[src/include/mem_subsys_defines.svh]
`ifndef MEM_SUBSYS_DEFINES_SVH
`define MEM_SUBSYS_DEFINES_SVH

// Extra cycles the RAM waits before each ack
// Valid range is 0 to 7, the counter is three bits wide
`define MEM_WAIT_STATES 2

// Prefetch FIFO entries, must be a power of two
`define PFQ_DEPTH 4

// Implemented word address bits of the RAM
// Upper word address bits alias onto these
`define RAM_WORDS_LOG2 10

`endif

[src/mem_bus_pkg.sv]
package mem_bus_pkg;

    // Request from one bus master
    // addr is the word address, byte address bits 19 to 1
    typedef struct packed {
        logic [18:0] addr;
        logic [15:0] wdata;
        logic        wr_en;
        // Bit 0 selects the low byte, bit 1 the high byte
        logic [1:0]  bytesel;
        // Level, held until ack is seen
        logic        access;
    } bus_req_t;

    // Response back to one master
    // rdata only carries data in the ack cycle
    typedef struct packed {
        logic [15:0] rdata;
        logic        ack;
    } bus_rsp_t;

    // One bus word, seen whole or as two byte lanes
    typedef union packed {
        logic [15:0] word;
        struct packed {
            logic [7:0] hi_byte;
            logic [7:0] lo_byte;
        } bytes;
    } bus_word_u;

endpackage

[src/id_arbiter.sv]
`timescale 1ns/1ns

module id_arbiter
    import mem_bus_pkg::*;
(
    input  logic     clk,
    input  logic     reset,

    // Instruction master, the prefetch queue
    input  bus_req_t instr_req,
    output bus_rsp_t instr_rsp,

    // Data master, the load/store path
    input  bus_req_t data_req,
    output bus_rsp_t data_rsp,

    // Shared memory bus
    output bus_req_t mem_req,
    input  bus_rsp_t mem_rsp,

    output logic     busy
);

    // Idle samples the access lines, serving holds the grant until ack
    typedef enum logic {
        ARB_IDLE,
        ARB_SERVING
    } arb_state_t;

    arb_state_t arb_state;

    // Set when the instruction master got the last completed access
    logic last_served_instr;
    // Winner of the current grant
    logic serving_instr;

    logic grant;
    logic pick_instr;
    logic any_access;
    logic instr_ack;
    logic data_ack;
    bus_req_t winner_req;

    // Round-robin pick
    // The instruction side wins unless data is also pending and
    // instruction was the last one served
    always_comb begin
        any_access = instr_req.access | data_req.access;
        pick_instr = instr_req.access & (~data_req.access | ~last_served_instr);
    end

    always_ff @(posedge clk or posedge reset) begin
        if (reset) begin
            arb_state         <= ARB_IDLE;
            last_served_instr <= 1'b0;
            serving_instr     <= 1'b0;
        end else begin
            case (arb_state)
                ARB_IDLE: begin
                    // Grant one cycle after access is seen
                    if (any_access) begin
                        arb_state     <= ARB_SERVING;
                        serving_instr <= pick_instr;
                    end
                end

                ARB_SERVING: begin
                    // Release on the ack edge, winner becomes last served
                    if (mem_rsp.ack) begin
                        arb_state         <= ARB_IDLE;
                        last_served_instr <= serving_instr;
                    end
                end

                default: begin
                    arb_state <= ARB_IDLE;
                end
            endcase
        end
    end

    // The serving state is the registered memory access
    assign grant = (arb_state == ARB_SERVING);
    assign busy  = grant;

    // Steer the recorded winner onto the memory bus
    always_comb begin
        winner_req     = serving_instr ? instr_req : data_req;
        mem_req        = winner_req;
        mem_req.access = grant;
    end

    // Ack goes to the winner only, and only while the grant is held
    assign instr_ack = grant & serving_instr & mem_rsp.ack;
    assign data_ack  = grant & ~serving_instr & mem_rsp.ack;

    always_comb begin
        instr_rsp.ack = instr_ack;
        data_rsp.ack  = data_ack;
        // Read data reads as zero to the master not being served
        instr_rsp.rdata = instr_ack ? mem_rsp.rdata : 16'h0000;
        data_rsp.rdata  = data_ack ? mem_rsp.rdata : 16'h0000;
    end

endmodule

[config.mk]
export PLATFORM = sky130hd
export DESIGN_NAME = id_arbiter
export DESIGN_NICKNAME = d
export VERILOG_FILES = /design/src/include/mem_subsys_defines.svh /design/src/mem_bus_pkg.sv /design/src/id_arbiter.sv
export SDC_FILE = /design/constraint.sdc
export NUM_CORES = 1
export LEC_CHECK = 0
export ABC_AREA = 0
export BUFFER_PORTS_ARGS = -buffer_cell sky130_fd_sc_hd__buf_2
export CELL_PAD_IN_SITES_DETAIL_PLACEMENT = 0
export CELL_PAD_IN_SITES_GLOBAL_PLACEMENT = 1
export CORE_MARGIN = 3
export CORE_UTILIZATION = 12
export DETAILED_ROUTE_END_ITERATION = 12
export PLACE_DENSITY = 0.75
export SYNTH_ARGS = -nofsm -noshare
export SYNTH_HDL_FRONTEND = slang
export SYNTH_SLANG_ARGS = --single-unit
[constraint.sdc]
create_clock -name clk -period 1.7 [get_ports clk]
set_clock_uncertainty 0.15 [all_clocks]
set_input_delay 0.51 -clock clk [delete_from_list [all_inputs] [get_ports clk]]
set_output_delay 0.51 -clock clk [all_outputs]
set_load 0.02 [all_outputs]
Word level (Yosys, flattened, before mapping)
Index checks and enable logic that the tools add are counted.
- muxes and demuxes: 6
- bitwise logic cells: 11
- reduce and logical (&&, ||, !) cells: 2
- operators by type and width (operator ; count):
    2-to-1 mux 39 bit ; 1
    2-to-1 mux 16 bit ; 2
    bitwise AND 1 bit ; 5
    NOT 1 bit ; 4
    AND reduction 2 bit ; 2
    2-to-1 mux 1 bit ; 2
    bitwise OR 1 bit ; 2
    one-hot mux 1 bit (2 select lines) ; 1
- flip-flop bits (word level): 3
- input bits: 97
- word-level logic and storage cells: 22

Logic depth before layout (Yosys ltp)
- depth in word-level cells: 4
- gate-level depth with buffers: 6
- gate-level depth less buffers: 2

Worst setup path after synthesis
No wires, ideal clock.
- path kind: register to output
- start point: register arb_state, in the netlist busy
- end point: output instr_rsp[10] (netlist bit)
- arrival: 1222 ps
- setup slack: -182 ps
- cell stages (with the launch flop): 4
- buffers on the path: 1
- cell sequence: dfrtp_1 > nand2_1 > buf_2 > nor2_1
- RTL lines (what ; RTL line ; RTL):
    start, declared ; id_arbiter.sv:30 ; arb_state_t arb_state;
    start signal, assigned ; id_arbiter.sv:54 ; arb_state <= ARB_IDLE;
    start signal, assigned ; id_arbiter.sv:62 ; arb_state <= ARB_SERVING;
    start signal, assigned ; id_arbiter.sv:70 ; arb_state <= ARB_IDLE;
    end, declared ; id_arbiter.sv:11 ; output bus_rsp_t instr_rsp,

==> reports/summary.log <==
qor: cells_and_area.syn2layout_area_growth 205.9%
qor: run.cap_violations 0
qor: cts.worstSkewPairLatency 220 ps
qor: synthesis.postSynthCellCount 115
qor: synthesis.synth_compound_gate_area_share 3.120%
qor: timing.final.period_utilization 118.5%
qor: pwr.power_leakage 1.308 nW
qor: placed_design.post-dp-hpwl 3.641 mm
qor: routing.ant_nets 0
qor: timing.setup_viol_count_final 72
qor: critical_path.critical_path.max_fanout 10
qor: cts.tritoncts built
qor: synthesis.postSynthNetCount 212
qor: cts.clk_pin_slew_worst_paths 30 ps
qor: global_route.via_count_of_the_first_global_routing_pass 1590
qor: routing.viasPerCell 3.987
qor: timing.tightest_slew 199.3 ps
qor: die.design.portCount 171
qor: die.rows 29
qor: placed_design.pre_cts_slack -148.3 ps
qor: synthesis.synth_sequential_area_ratio 8.915%
qor: die.die_y 89.77 um
qor: routing.drt_iter0_markers 22
qor: routing.drt-total-wl 4.769 mm
qor: timing.finalHoldViolations 0
qor: pwr.post-layout-total-power 2.028 mW
qor: die.floorplan.core_area 6568 um^2
qor: run_status.status finished, violations left
qor: critical_path.setup.worst_path.class reg2out
qor: cells_and_area.area_of_all_sequential_standard_cells 77.57 um^2
qor: timing.tns -19850 ps
qor: synthesis.synthesis.yosys.warnings 0
qor: timing.unrepaired_setup_endpoints_after_global_routing yes
qor: synthesis.syn_area_per_cell 7.322 um^2
qor: global_route.globalRouteMet2Util 21.93%
qor: synthesis.synth_simple_gate_area_share 25.41%
qor: min_path.hold_class reg2reg
qor: synthesis.synthDominantCellAreaShare 50.82%
qor: critical_path.worstSetupStartpointType register
qor: global_route.grt_antenna_before_repair 0
qor: cells_and_area.multiInputGateArea 950.9 um^2
qor: routing.drc 0
qor: die.design.die.area 8059 um^2
qor: die.floorplan.initialDensity 12.82%
qor: routing.num_vias 1551
qor: global_route.globalRouteMet3Util 1.836%
qor: cells_and_area.proportion_of_layout_cells_with_a_drive_suffix_above_1 91.22%
qor: cts.cts_buffer_depth 2
qor: cts.cts-buffers-inserted 3
qor: cells_and_area.post-route-util 39.23%
qor: synthesis.synth-seq-cells 3
qor: pwr.vdd_drop_max 0.0003575 V
qor: global_route.globalRoute.busiestLayer met2
qor: synthesis.synth_mux_area_share 50.82%
qor: critical_path.worst-endpoint-required 1040 ps
qor: timing.finalWorstPathRequiredPeriod 2014 ps
qor: routing.drt_pass1_iterations 4
qor: global_route.largest_net_degree_at_the_start_of_global_routing 21
qor: cells_and_area.antennaDiodeCount 0
qor: critical_path.worst-endpoint-arrival 1350 ps
qor: die.die_w 89.77 um
qor: cts.htree_levels 1
qor: timing.timing.fmax 0.4964 GHz
qor: placed_design.gpl.final_weighted_congestion 0.7468
qor: synthesis.synth-adder-area-share 0%
qor: run_status.failing_checks setup timing
qor: timing.timing.final.ws_setup -314.4 ps
qor: cts.clkSinkCount 3
qor: global_route.grt-ovfl-total 0
qor: timing.finalMaxSlewViolations 0
qor: synthesis.synth.top_cells.by_area mux2_2 51%, nor2_1 15%, dfrtp_1 8.9%, nand2_1 8.5%, buf_2 4.2%
qor: synthesis.synthesis.area 842.1 um^2
qor: critical_path.critPathCaptureType output pin
qor: synthesis.synth.largest_area_cell mux2_2
qor: pwr.power.density 787.2 nW/um^2
qor: synthesis.post_synthesis_cell_type_count 13
qor: cells_and_area.layout.nets 394
qor: cts.root_buffer clkbuf_8
qor: synthesis.parity_gate_share_of_the_synthesized_area_counting_xor_and_xnor_cells 0%
qor: timing.slew_headroom 86.68%
qor: routing.wire_length_per_cell_after_detailed_routing 12.26 um
qor: global_route.global_route.usage.met1 10.22%
qor: placed_design.io_buffer_count 170
qor: synthesis.combinational_family_with_the_most_area_after_synthesis multiplexers
qor: global_route.grt_pass1_wl 7.113 mm
qor: global_route.track_usage 10.35%
qor: cells_and_area.n_fill_cell 663
## repair_timing
item                       4_1_cts  5_1_grt
cloned                           1        4
setup endpoints to repair       72       72
buffers inserted                 1        1
hold endpoints to repair         1        0
pin swaps                        8        0
resized for setup               50       49
hold buffers                     1        0
## report_power, final
group	total, mW	internal [mW]	switching (mW)
registers	0.103	0.0894	0.0133
clock network	0.208	0.160	0.0481
logic	1.72	0.884	0.834
## routing by layer
| metal | vias up | wire (um) |
|---|---|---|
| met1 | 708 | 1532 |
| met4 | 0 | 31 |
| met5 | - | 0 |
| li1 | 747 | - |
| met3 | 4 | 372 |
| met2 | 92 | 2832 |
## Yosys cell counts
cell and number:
nand2_1 19, buf_4 4, inv_1 3, mux2_2 38
buf_6 2, nand2b_1 2, o31a_1 1, a21o_1 1
a32o_1 1, dfrtp_1 3, buf_2 7, and3_1 1
nor2_1 33
## area by class of cell
type                            instances  share of cell area [%]
Multi-Input combinational cell         96                   36.91
Tap cell                               93                   4.517
Clock buffer                            4                   1.748
Timing Repair Buffer                  190                   53.38
Inverter                                3                  0.4371
Sequential cell                         3                   3.011
## cell usage in the layout, fill, tap and decap left out, types with 2 or more instances in the layout
cell	n
buf_2	126
mux2_2	38
buf_6	35
nor2_4	27
buf_4	19
nand2_1	10
nand2_4	9
nor2_1	6
buf_12	6
inv_1	3
clkbuf_8	3
dfrtp_2	2
clkbuf_16	2
## path summary, 6_finish.rpt
check                                  start                end  slack [ps]  depth (start not counted)
hold / removal             last_served_instr  last_served_instr         330                          1
min in group asynchronous              reset               busy         570                          3
setup reg to reg               serving_instr  last_served_instr         230                          6
setup / recovery               serving_instr         mem_req[2]        -310                          4
max in group asynchronous              reset      serving_instr         700                          3
hold reg to reg            last_served_instr  last_served_instr         330                          1
## sequential cells by signal (all words and copies together) (netlist names)
register           count
busy                   1
last_served_instr      1
serving_instr          1
## critical path: stages, from the launching register on
cell     delay, ps
dfrtp_2        360
buf_12         140
buf_12         140
mux2_2         330
buf_4          160
## per-stage QoR
stage	instances	cell area (um^2)	hold slack [ps]
CTS	384	2318	333.7
finish	389	2576	332.6
global route	389	2576	363.0
detailed placement	377	2081	228.2
floorplan	115	1097	113.6
global placement	377	2081	225.5
## logic make-up (layout without fill, tap and decap cells)
kind of cell	count (synthesis)	count (layout)
and+or+nand+nor	55	55
AOI/OAI and AO/OA	3	3
DFF	3	3
buffers and inverters	16	197
muxes	38	38
No activity file was read; power rests on OpenSTA's default activity.
