`config.mk`:
```
export PLATFORM = sky130hd
export DESIGN_NAME = prefetch_queue
export DESIGN_NICKNAME = d
export VERILOG_FILES = /design/src/mem_bus_pkg.sv /design/src/prefetch_queue.sv
export VERILOG_INCLUDE_DIRS = /design/src /design/src/include
export SDC_FILE = /design/constraint.sdc
export NUM_CORES = 1
export LEC_CHECK = 0
export ABC_AREA = 1
export CAP_MARGIN = 10
export CORE_MARGIN = 10
export CORE_UTILIZATION = 35
export DETAILED_ROUTE_END_ITERATION = 12
export DONT_BUFFER_PORTS = 1
export PLACE_DENSITY = 0.58
export REMOVE_ABC_BUFFERS = 1
export SETUP_SLACK_MARGIN = 0.2
export SYNTH_ARGS = -nofsm -noshare
export SYNTH_HDL_FRONTEND = slang
export SYNTH_SLANG_ARGS = --single-unit
```
`constraint.sdc`:
```
create_clock -name clk -period 2.39 [get_ports clk]
set_input_delay 0.1195 -clock clk [delete_from_list [all_inputs] [get_ports clk]]
set_output_delay 0.1195 -clock clk [all_outputs]
set_load 0.01 [all_outputs]
```
`src/include/mem_subsys_defines.svh`:
```
`ifndef MEM_SUBSYS_DEFINES_SVH
`define MEM_SUBSYS_DEFINES_SVH

// Extra cycles the RAM waits before each ack
// Valid range is 0 to 7, the counter is three bits wide
`define MEM_WAIT_STATES 2

// Prefetch FIFO entries, must be a power of two
`define PFQ_DEPTH 4

// Implemented word address bits of the RAM
// Upper word address bits alias onto these
`define RAM_WORDS_LOG2 10

`endif

```
`src/mem_bus_pkg.sv`:
```
package mem_bus_pkg;

    // Request from one bus master
    // addr is the word address, byte address bits 19 to 1
    typedef struct packed {
        logic [18:0] addr;
        logic [15:0] wdata;
        logic        wr_en;
        // Bit 0 selects the low byte, bit 1 the high byte
        logic [1:0]  bytesel;
        // Level, held until ack is seen
        logic        access;
    } bus_req_t;

    // Response back to one master
    // rdata only carries data in the ack cycle
    typedef struct packed {
        logic [15:0] rdata;
        logic        ack;
    } bus_rsp_t;

    // One bus word, seen whole or as two byte lanes
    typedef union packed {
        logic [15:0] word;
        struct packed {
            logic [7:0] hi_byte;
            logic [7:0] lo_byte;
        } bytes;
    } bus_word_u;

endpackage

```
`src/prefetch_queue.sv`:
```
`timescale 1ns/1ns
`include "mem_subsys_defines.svh"

module prefetch_queue
    import mem_bus_pkg::*;
(
    input  logic        clk,
    input  logic        reset,

    // Restart fetching at a new word address
    input  logic        flush,
    input  logic [18:0] flush_addr,

    // Consumer side, head word shown combinationally
    input  logic        pop,
    output logic [15:0] word,
    output logic        word_valid,

    // Memory side, towards the arbiter
    output bus_req_t    fetch_req,
    input  bus_rsp_t    fetch_rsp
);

    localparam int DEPTH = `PFQ_DEPTH;
    localparam int PTR_W = $clog2(DEPTH);
    localparam logic [PTR_W:0] FULL_COUNT = (PTR_W + 1)'(DEPTH);

    logic [15:0] fifo_mem [DEPTH];
    logic [PTR_W-1:0] wr_ptr;
    logic [PTR_W-1:0] rd_ptr;
    logic [PTR_W:0] count;
    logic [PTR_W:0] count_nxt;

    // Next word address to request
    logic [18:0] fetch_addr;
    logic [18:0] fetch_addr_nxt;
    // Address of the read on the bus, held until ack
    logic [18:0] req_addr;

    logic outstanding;
    // Outstanding read was issued before the last flush
    logic discard;

    logic ack;
    logic push;
    logic pop_ok;
    logic issue;

    assign ack    = fetch_rsp.ack;
    // A word arriving with a flush is stale as well
    assign push   = ack & ~discard & ~flush;
    assign pop_ok = pop & (count != '0) & ~flush;

    always_comb begin
        fetch_addr_nxt = fetch_addr;
        count_nxt      = count;
        if (flush) begin
            fetch_addr_nxt = flush_addr;
            count_nxt      = '0;
        end else begin
            if (ack && !discard) begin
                fetch_addr_nxt = fetch_addr + 19'd1;
            end
            if (push && !pop_ok) begin
                count_nxt = count + 1'b1;
            end else if (!push && pop_ok) begin
                count_nxt = count - 1'b1;
            end
        end
    end

    // New read when the bus is free of our request and one slot remains
    assign issue = (~outstanding | ack) & (count_nxt < FULL_COUNT);

    always_ff @(posedge clk or posedge reset) begin
        if (reset) begin
            wr_ptr      <= '0;
            rd_ptr      <= '0;
            count       <= '0;
            fetch_addr  <= '0;
            req_addr    <= '0;
            outstanding <= 1'b0;
            discard     <= 1'b0;
        end else begin
            count      <= count_nxt;
            fetch_addr <= fetch_addr_nxt;
            if (flush) begin
                wr_ptr <= '0;
                rd_ptr <= '0;
            end else begin
                if (push) begin
                    wr_ptr <= wr_ptr + 1'b1;
                end
                if (pop_ok) begin
                    rd_ptr <= rd_ptr + 1'b1;
                end
            end
            // Access stays high until ack, then maybe straight into the next read
            if (!outstanding || ack) begin
                outstanding <= issue;
            end
            if (issue) begin
                req_addr <= fetch_addr_nxt;
            end
            // A read still in flight across a flush gets dropped
            discard <= flush ? (outstanding & ~ack) : (discard & ~ack);
        end
    end

    always_ff @(posedge clk) begin
        if (push) begin
            fifo_mem[wr_ptr] <= fetch_rsp.rdata;
        end
    end

    assign word       = fifo_mem[rd_ptr];
    assign word_valid = (count != '0);

    // Whole-word reads only
    always_comb begin
        fetch_req.addr    = req_addr;
        fetch_req.wdata   = 16'h0000;
        fetch_req.wr_en   = 1'b0;
        fetch_req.bytesel = 2'b11;
        fetch_req.access  = outstanding;
    end

endmodule

```
# Word level (Yosys, flattened, before mapping)

Memories as Yosys holds them, arrays and structs flattened.
Cells that the tools add are included.
W data, S select, Z words.

Word-level logic and storage cells: 49
Memories: 1
Input port bits: 40
Memory bits (writable): 64
Output and inout port bits: 56
Bits in registers: 47

Reductions and logical operators: 11
Order comparisons: 1
Multiplexer cells: 12
Bitwise logic cells: 12
$add $sub $neg: 5

Memories:

| name     | depth | width | rd ports | clocked after Yosys merged registers in | write ports | line                 | source |
|---|---|---|---|---|---|---|---|
| fifo_mem | 4     | 16    | 1        | 0                                       | 1           | prefetch_queue.sv:28 | `logic [15:0] fifo_mem [DEPTH];` |

Operator list:

| operator                | number |
|---|---|
| $mux W19                | 2 |
| $add A19 B1 Y19 const B | 1 |
| $mux W3                 | 3 |
| $mux W2                 | 4 |
| $and A1 B1 Y1           | 7 |
| $add A2 B1 Y2 const B   | 2 |
| $logic_not A1 Y1        | 4 |
| $not A1 Y1              | 4 |
| $reduce_bool A2 Y1      | 2 |
| $add A3 B1 Y3 const B   | 1 |
| $logic_and A1 B1 Y1     | 3 |
| $lt A3 B3 Y1 const B    | 1 |
| $mux W1                 | 3 |
| $reduce_bool A3 Y1      | 1 |
| $sub A3 B1 Y3 const B   | 1 |
| $logic_or A1 B1 Y1      | 1 |
| $or A1 B1 Y1            | 1 |

# Longest topological paths before layout

Gate-level depths: netlist of the first run.

Depth in word-level cells: 10
Gate-level depth with buffers: 14
Depth with buffers taken out: 13

# Worst setup path after synthesis of the first run

OpenSTA, ideal clock, no wires.

Path kind: register -> register
Start point: register discard
End point: memory fifo_mem[0][0] (enable)
Required time: 2.001 ns
Data arrival time: 1.497 ns
Slack: 0.504 ns
Buffers on the path: 0
Period minus slack after synthesis: 1.886 ns
Cell stages (with the launch flop): 6
Setup time: 0.389 ns
Cell sequence: dfrtp_1 inv_2 nand2_4 nor2_8 inv_1 nor2_1

Word-level cells in the longest chain between the ends: 5

Ends and longest elaborated chain:

| what                          | line                  | source |
|---|---|---|
| start, declared               | prefetch_queue.sv:42  | `logic discard;` |
| start signal, assigned        | prefetch_queue.sv:106 | `discard <= flush ? (outstanding & ~ack) : (discard & ~ack);` |
| $not A1 Y1                    | prefetch_queue.sv:51  | `assign push = ack & ~discard & ~flush;` |
| $and A1 B1 Y1 (2 in a row)    | prefetch_queue.sv:51  |  |
| $mux W1                       | prefetch_queue.sv:111 | `if (push) begin` |
| $mux W1 (not written as such) | prefetch_queue.sv:112 | `fifo_mem[wr_ptr] <= fetch_rsp.rdata;` |
| end, declared                 | prefetch_queue.sv:28  |  |

No other way between the ends.

# Final worst setup path of the first run

Start point: register count[0]
End point: register req_addr[16]

Word-level cells in the longest chain between the ends: 9
Elaborated cells between the ends (all ways): 13
Classes of those cells: add/sub (2); order compare (1); mux (3); bitwise (3); reduce/logical (4)

Ends and longest elaborated chain:

| what                                                           | line                                       | source |
|---|---|---|
| start, declared                                                | prefetch_queue.sv:31                       | `logic [PTR_W:0] count;` |
| start signal, assigned                                         | prefetch_queue.sv:85                       | `count <= count_nxt;` |
| $reduce_bool A3 Y1 *                                           | --                                         |  |
| via word_valid                                                 | prefetch_queue.sv:17                       | `output logic word_valid,` |
| $and A1 B1 Y1 * (2 in a row)                                   | prefetch_queue.sv:52                       | `assign pop_ok = pop & (count != '0) & ~flush;` |
| $logic_and A1 B1 Y1 / $logic_not A1 Y1 (equally long branches) | prefetch_queue.sv:66, prefetch_queue.sv:64 |  |
| $mux W3 / $logic_and A1 B1 Y1 (equally long branches)          | prefetch_queue.sv:66, prefetch_queue.sv:64 |  |
| $mux W3 *                                                      | prefetch_queue.sv:64                       | `if (push && !pop_ok) begin` |
| $mux W3 *                                                      | prefetch_queue.sv:57                       | `if (flush) begin` |
| $lt A3 B3 Y1 *                                                 | prefetch_queue.sv:73                       | `assign issue = (~outstanding \| ack) & (count_nxt < FULL_COUNT);` |
| $and A1 B1 Y1 *                                                | prefetch_queue.sv:73                       |  |
| end signal, assigned                                           | prefetch_queue.sv:103                      | `req_addr <= fetch_addr_nxt;` |
| end, declared                                                  | prefetch_queue.sv:38                       | `logic [18:0] req_addr;` |

The timed path passes the listed nets; every way through them passes the cells marked *.
A chain may end at the register's enable or synchronous reset.

==> run_results.csv, run 1 <==
group,metric,value,unit
sta,worst_pin_slew,1080,ps
worst_setup_path,cp-start-kind,"flop",
synthesis,avgSynthCellArea,10.0,um2
final_layout,final_common_cell,"nand2_1",
grt,first_global_vias,3574,
clock_network,clkLatencyLatePin,350,ps
clock_network,cts_tree,"done",
floorplanning,core-area,0.0140,mm2
worst_setup_path,crit_required,2630,ps
floorplanning,die_w,140,um
sta,skew,9.76,ps
routing,final_antenna_net_count,0,
routing,drcViolationCount,0,
floorplanning,initial_core_util,0.360,
routing,drt_iter0_markers,156,
sta,relSlewSlack,0.277,
sta,setup_viol,0,
synthesis,synth_warnings,0,
clock_network,clock_path_buffers,2,
worst_setup_path,criticalPathCategory,"flop to flop",
floorplanning,boundaryPins,96,
power,ir_worst_vdd,505,uV
placed_design,dp_hpwl,7790,um
sta,post-route-period-util,0.827,
synthesis,synth_cell_types,36,
sta,min_period,1980,ps
floorplanning,chipHeight,140,um
min_path,hold_class,"primary input to flop",
final_layout,fin_cells,724,
clock_network,cts_setup_buffers,0,
synthesis,synthesis.area,0.00503,mm2
power,p_leak,2.48,nW
synthesis,synth_edf_count,64,
routing,drt-vias-per-instance,4.73,
routing,first_pass_iters,5,
worst_setup_path,crit_path_max_fanout,18,
floorplanning,dieArea,0.0196,mm2
synthesis,seq_area_frac_synth,0.616,
sta,fmax,0.506,GHz
routing,wl_per_cell,15.4,um
sta,drv_slew,0,
final_layout,final_cell_mix,"nand2_1 (124), edfxtp_1 (64), nor2_1 (51)",
final_layout,drive_gt1_frac,0.0901,
placed_design,finalWeightedCongestion,0.778,
synthesis,synth_top_flop_cell,"edfxtp_1",
clock_network,numCtsBuffers,9,
status,status,"finished, final reports clean",
routing,via_count,3426,
worst_setup_path,cp.arrival,2210,ps
final_layout,nNetsFinal,587,
placed_design,placed_cells,671,
synthesis,synthCells,503,
final_layout,area_delta_synth_final,15.8,%
synthesis,async_flop_share,0.423,
grt,grt_max_degree,48,
sta,hold_violations,0,
sta,rsz0062_at_grt,"no",
synthesis,synth-seq-cells,111,
clock_network,cts_max_level,3,
grt,grt_pass1_wl,18400,um
floorplanning,row_count,43,
run,cap_violations,0,
final_layout,fin_util,0.416,
routing,routed_wl,11100,um
power,powerDensity,816,mW/mm2
final_layout,diodes,0,
sta,setup_tns,0,ps
grt,grt-ovfl-total,0,
clock_network,cts_root_buffer,"clkbuf_16",
clock_network,path_clk_slew,70,ps
grt,antenna_found_initial,0,
placed_design,numPortBuffers,0,
grt,track_usage,0.115,
clock_network,clock_sinks,111,
worst_setup_path,worstSetupEndpointType,"flop",
-- metrics by stage --
step | hold slack (ps) | area (um2) | total power, mW | setup slack, ps
after floorplan | 193 | 4850 | 2.94 | 504
after global placement | 205 | 5140 | 3.18 | 506
after detailed placement | 208 | 5140 | 3.21 | 421
after CTS | 21.6 | 5820 | 4.81 | 244
after global routing | 43.7 | 5820 | 5.02 | 214
final | 39.2 | 5820 | 4.75 | 413
-- worst paths after layout --
path	from	to	slack (ps)	cells after the start
max	count[0]	req_addr[16]	410	12
min	flush	fetch_addr[4]	40	3
max reg2reg	count[0]	req_addr[16]	410	12
min reg2reg	fetch_addr[1]	fetch_addr[1]	550	2
max in group asynchronous	reset	wr_ptr[0]	1340	2
min in group asynchronous	reset	req_addr[14]	450	2
-- logic make-up (layout without fill, tap and decap cells) --
group                      count (synthesis)  after routing  share of synthesized area
AOI/OAI and AO/OA                         69             69                     0.0766
other                                      2             19                    0.00149
adders and majority gates                  8              8                     0.0199
buffers and inverters                     81            105                     0.0813
DFF                                      111            111                      0.616
and+or+nand+nor                          227            227                      0.196
xor gates and xnor gates                   5              5                    0.00871
-- final cells by class --
| type | instances | area [um2] |
|---|---|---|
| multi-input combinational | 328 | 1590 |
| tap | 180 | 225 |
| clock buffer | 9 | 225 |
| timing repair buffer | 45 | 433 |
| clock inverter | 7 | 87.6 |
| sequential | 111 | 3100 |
| fill | 1339 | 8160 |
| inverter | 44 | 168 |
-- where the power goes --
part / switching (mW) / internal (mW)
clock network: 0.702 / 0.833
logic: 0.604 / 0.273
registers: 0.153 / 2.19
-- worst max-delay path: stages (launching register included) --
cell	delay (ps)
dfrtp_1	400
inv_1	80
ha_1	200
nand2_2	110
nand2_1	130
inv_1	130
nand3_1	90
nand3_1	100
nand3_2	110
nand2_4	250
inv_4	140
nand2_1	90
nand2_1	50
-- cell usage after synthesis, types with 3 or more instances --
| library cell | number | area (um2) |
|---|---|---|
| edfxtp_1 | 64 | 1920 |
| inv_1 | 40 | 150 |
| o21ai_1 | 7 | 35.0 |
| inv_2 | 3 | 11.3 |
| o21ai_0 | 38 | 190 |
| or2_2 | 3 | 18.8 |
| o22ai_1 | 16 | 100 |
| ha_1 | 8 | 100 |
| buf_4 | 22 | 165 |
| nand2_2 | 6 | 37.5 |
| buf_2 | 3 | 15.0 |
| xor2_1 | 3 | 26.3 |
| nand2_1 | 124 | 465 |
| clkbuf_1 | 10 | 37.5 |
| nor3_1 | 3 | 15.0 |
| dfrtp_1 | 47 | 1180 |
| nand3_1 | 27 | 135 |
| nor2_1 | 51 | 191 |
-- routing by layer --
layer	vias up	track usage	part of all wire
met3	12	0.0439	0.071
met1	1621	0.132	0.43
met5	-	0	0
met4	0	0.0321	0.010
li1	1700	-	-
met2	93	0.195	0.48
-- state kept, by name, indices dropped and copies added, names as in the netlist --
name and flops:
discard 1, req_addr 19, rd_ptr 2, outstanding 1
fifo_mem 64, count 3, wr_ptr 2, fetch_addr 19
-- timing repair --
action,in CTS,in global routing
gates resized for setup,0,1
hold buffers,37,0
setup endpoints to repair,0,16
hold endpoints to repair,138,0
No activity file was read; power rests on OpenSTA's default activity.
==> run 2, diff against run 1 <==
==> constraint.sdc (replaced) <==
create_clock -name clk -period 2 [get_ports clk]
set_input_delay 0.1 -clock clk [delete_from_list [all_inputs] [get_ports clk]]
set_output_delay 0.1 -clock clk [all_outputs]
set_load 0.01 [all_outputs]
==> run 2 against run 1 <==
Compared with the run above:
- global-route usage is essentially flat
- die area stayed put
- flip-flop and latch count stayed put
- via count is 3.6% higher
- cell count rose by 2.5%
- hold slack got worse by 140 ps
- total power grew 18%
- final area is 2.9% higher
- clock skew hardly changed
- the run now ends with hold timing left
- sequential power is 20% higher
- core utilization rose by 1.2 points
- first-iteration DRC count grew 29%
==> run_results.csv, run 2 (synthesis results as in run 1) <==
group,metric,value,unit
min_path,hold_class,"primary input to flop",
routing,via_count,3550,
worst_setup_path,cp_cell_sequence,"buf_4 -> o21ai_0 -> o22ai_1",
sta,post-route-period-util,0.846,
worst_setup_path,reg2reg_to,"rd_ptr[0]",
clock_network,clkLatencyLatePin,340,ps
worst_setup_path,endpoint,"word[8]",
sta,worst_pin_slew,683,ps
grt,grt-ovfl-total,0,
sta,setup_viol,0,
worst_setup_path,criticalPathCategory,"flop to output pin",
routing,drt_iter0_markers,202,
floorplanning,dieArea,0.0196,mm2
status,status,"finished, violations left",
sta,setup_tns,0,ps
worst_setup_path,reg2reg_depth,7,
final_layout,top_register,"fifo_mem",
placed_design,placed_cells,675,
power,p_int,3.88,mW
grt,antenna_found_initial,0,
sta,skew,9.50,ps
routing,drcViolationCount,0,
final_layout,drive_gt1_frac,0.119,
clock_network,clock_sinks,111,
placed_design,finalWeightedCongestion,0.800,
power,powerDensity,934,mW/mm2
final_layout,num-fill-cells,1338,
clock_network,numCtsBuffers,9,
grt,first_global_vias,3614,
clock_network,clock_path_buffers,2,
status,violations,"hold timing",
worst_setup_path,worstSetupEndpointType,"output pin",
power,switching_share,0.308,
placed_design,dp_hpwl,7810,um
worst_setup_path,cp.arrival,1590,ps
clock_network,cts_max_level,3,
routing,routed_wl,11400,um
power,switching_power,1.72,mW
worst_setup_path,worst-path-buf-inv,1,
worst_setup_path,cp_slowest_cell,"dfrtp_1",
routing,wl_per_cell,15.3,um
worst_setup_path,crit_path_max_fanout,30,
power,p_leak,2.54,nW
placed_design,numPortBuffers,0,
final_layout,largest_registers,"fifo_mem: 64 flops, fetch_addr: 19 flops, req_addr: 19 flops",
worst_setup_path,path_depth,3,
grt,grt_max_degree,31,
power,total_power,5.60,mW
worst_setup_path,reg2reg_from,"count[0]",
clock_network,cts_tree,"done",
final_layout,final_common_cell,"nand2_1",
grt,track_usage,0.115,
sta,hold_violations,2,
floorplanning,die_w,140,um
power,combPwrFrac,0.210,
sta,min_period,1690,ps
sta,fmax,0.591,GHz
final_layout,nNetsFinal,606,
sta,relSlewSlack,0.544,
floorplanning,core-area,0.0140,mm2
clock_network,cts_root_buffer,"clkbuf_16",
routing,drt-vias-per-instance,4.78,
worst_setup_path,worst_path_largest_cell_delay,420,ps
worst_setup_path,cp-start-kind,"flop",
worst_setup_path,path_delay_family,"compound AO/OA/AOI/OAI gates",
floorplanning,row_count,43,
routing,final_antenna_net_count,0,
routing,first_pass_iters,4,
final_layout,final_cell_mix,"nand2_1 (122), edfxtp_1 (64), nor2_1 (49)",
sta,drv_slew,0,
final_layout,area_delta_synth_final,19.1,%
run,cap_violations,0,
grt,grt_pass1_wl,18300,um
min_path,hold_depth,1,
worst_setup_path,rrSetupSlack,320,ps
worst_setup_path,startpoint,"rd_ptr[0]",
floorplanning,chipHeight,140,um
sta,whs,-96.6,ps
power,p_seq_frac,0.500,
power,clkPwrFrac,0.290,
power,ir_worst_vdd,581,uV
final_layout,largest_reg_flops,64,
final_layout,fin_cells,742,
final_layout,diodes,0,
sta,rsz0062_at_grt,"yes",
floorplanning,boundaryPins,96,
worst_setup_path,crit_required,1900,ps
clock_network,path_clk_slew,70,ps
floorplanning,initial_core_util,0.360,
[run 2: worst reg2reg max path, stage by stage, from the launching register on]
cell and delay, ps:
dfrtp_1 360, inv_1 70, ha_1 210, nand2_2 100, nand2_4 70, nor2_1 150
nor3_1 70, dlygate4sd3_1 550
[run 2: worst min-delay path by stage]
stage | startpoint | slack, ps | endpoint
finish | flush | -100 | fetch_addr[2]
global route | flush | -70 | fetch_addr[2]
CTS | fetch_rsp[0] | 70 | wr_ptr[1]
detailed placement | reset | -9 | fetch_addr[12]
global placement | reset | -10 | fetch_addr[12]
floorplan | flush | 170 | rd_ptr[0]
[run 2: routing by layer]
metal	vias up	track usage	share of wire
met5	-	0	0
met4	0	0.0266	0.0057
met3	8	0.0456	0.080
met2	110	0.192	0.48
met1	1705	0.135	0.44
li1	1727	-	-
[run 2: power by group through the flow]
stage	Combinational, mW	Sequential (mW)	Clock [mW]
finish	1.17	2.80	1.62
global route	1.34	2.83	1.75
CTS	1.16	2.81	1.66
detailed placement	1.02	2.86	0
global placement	0.997	2.86	0
floorplan	0.674	2.84	0
[run 2: timing repair]
action                     in CTS  in global routing
setup buffers                   4                  2
gates resized for setup         1                 11
pin swaps                       1                  1
hold buffers                   47                  1
setup endpoints to repair      19                 22
hold endpoints to repair      127                  2
[run 2: area by class of cell]
class | instances | area (um2) | share of cell area
Multi-Input combinational cell | 328 | 1630 | 0.271
Timing Repair Buffer | 64 | 608 | 0.101
Tap cell | 180 | 225 | 0.0376
Clock inverter | 5 | 32.5 | 0.00543
Clock buffer | 10 | 229 | 0.0382
Inverter | 44 | 174 | 0.0290
Sequential cell | 111 | 3100 | 0.517
[run 2: stage by stage]
stage / area [um2] / hold slack (ps) / setup WS [ps] / util
2_1_floorplan: 4850 / 173 / 114 / -
6_report: 5990 / -96.6 / 308 / 0.428
3_5_place_dp: 5180 / -9.08 / 144 / 0.370
5_1_grt: 5990 / -68.8 / 190 / 0.428
4_1_cts: 5950 / 70.2 / 219 / 0.425
3_3_place_gp: 5180 / -13.5 / 243 / 0.370
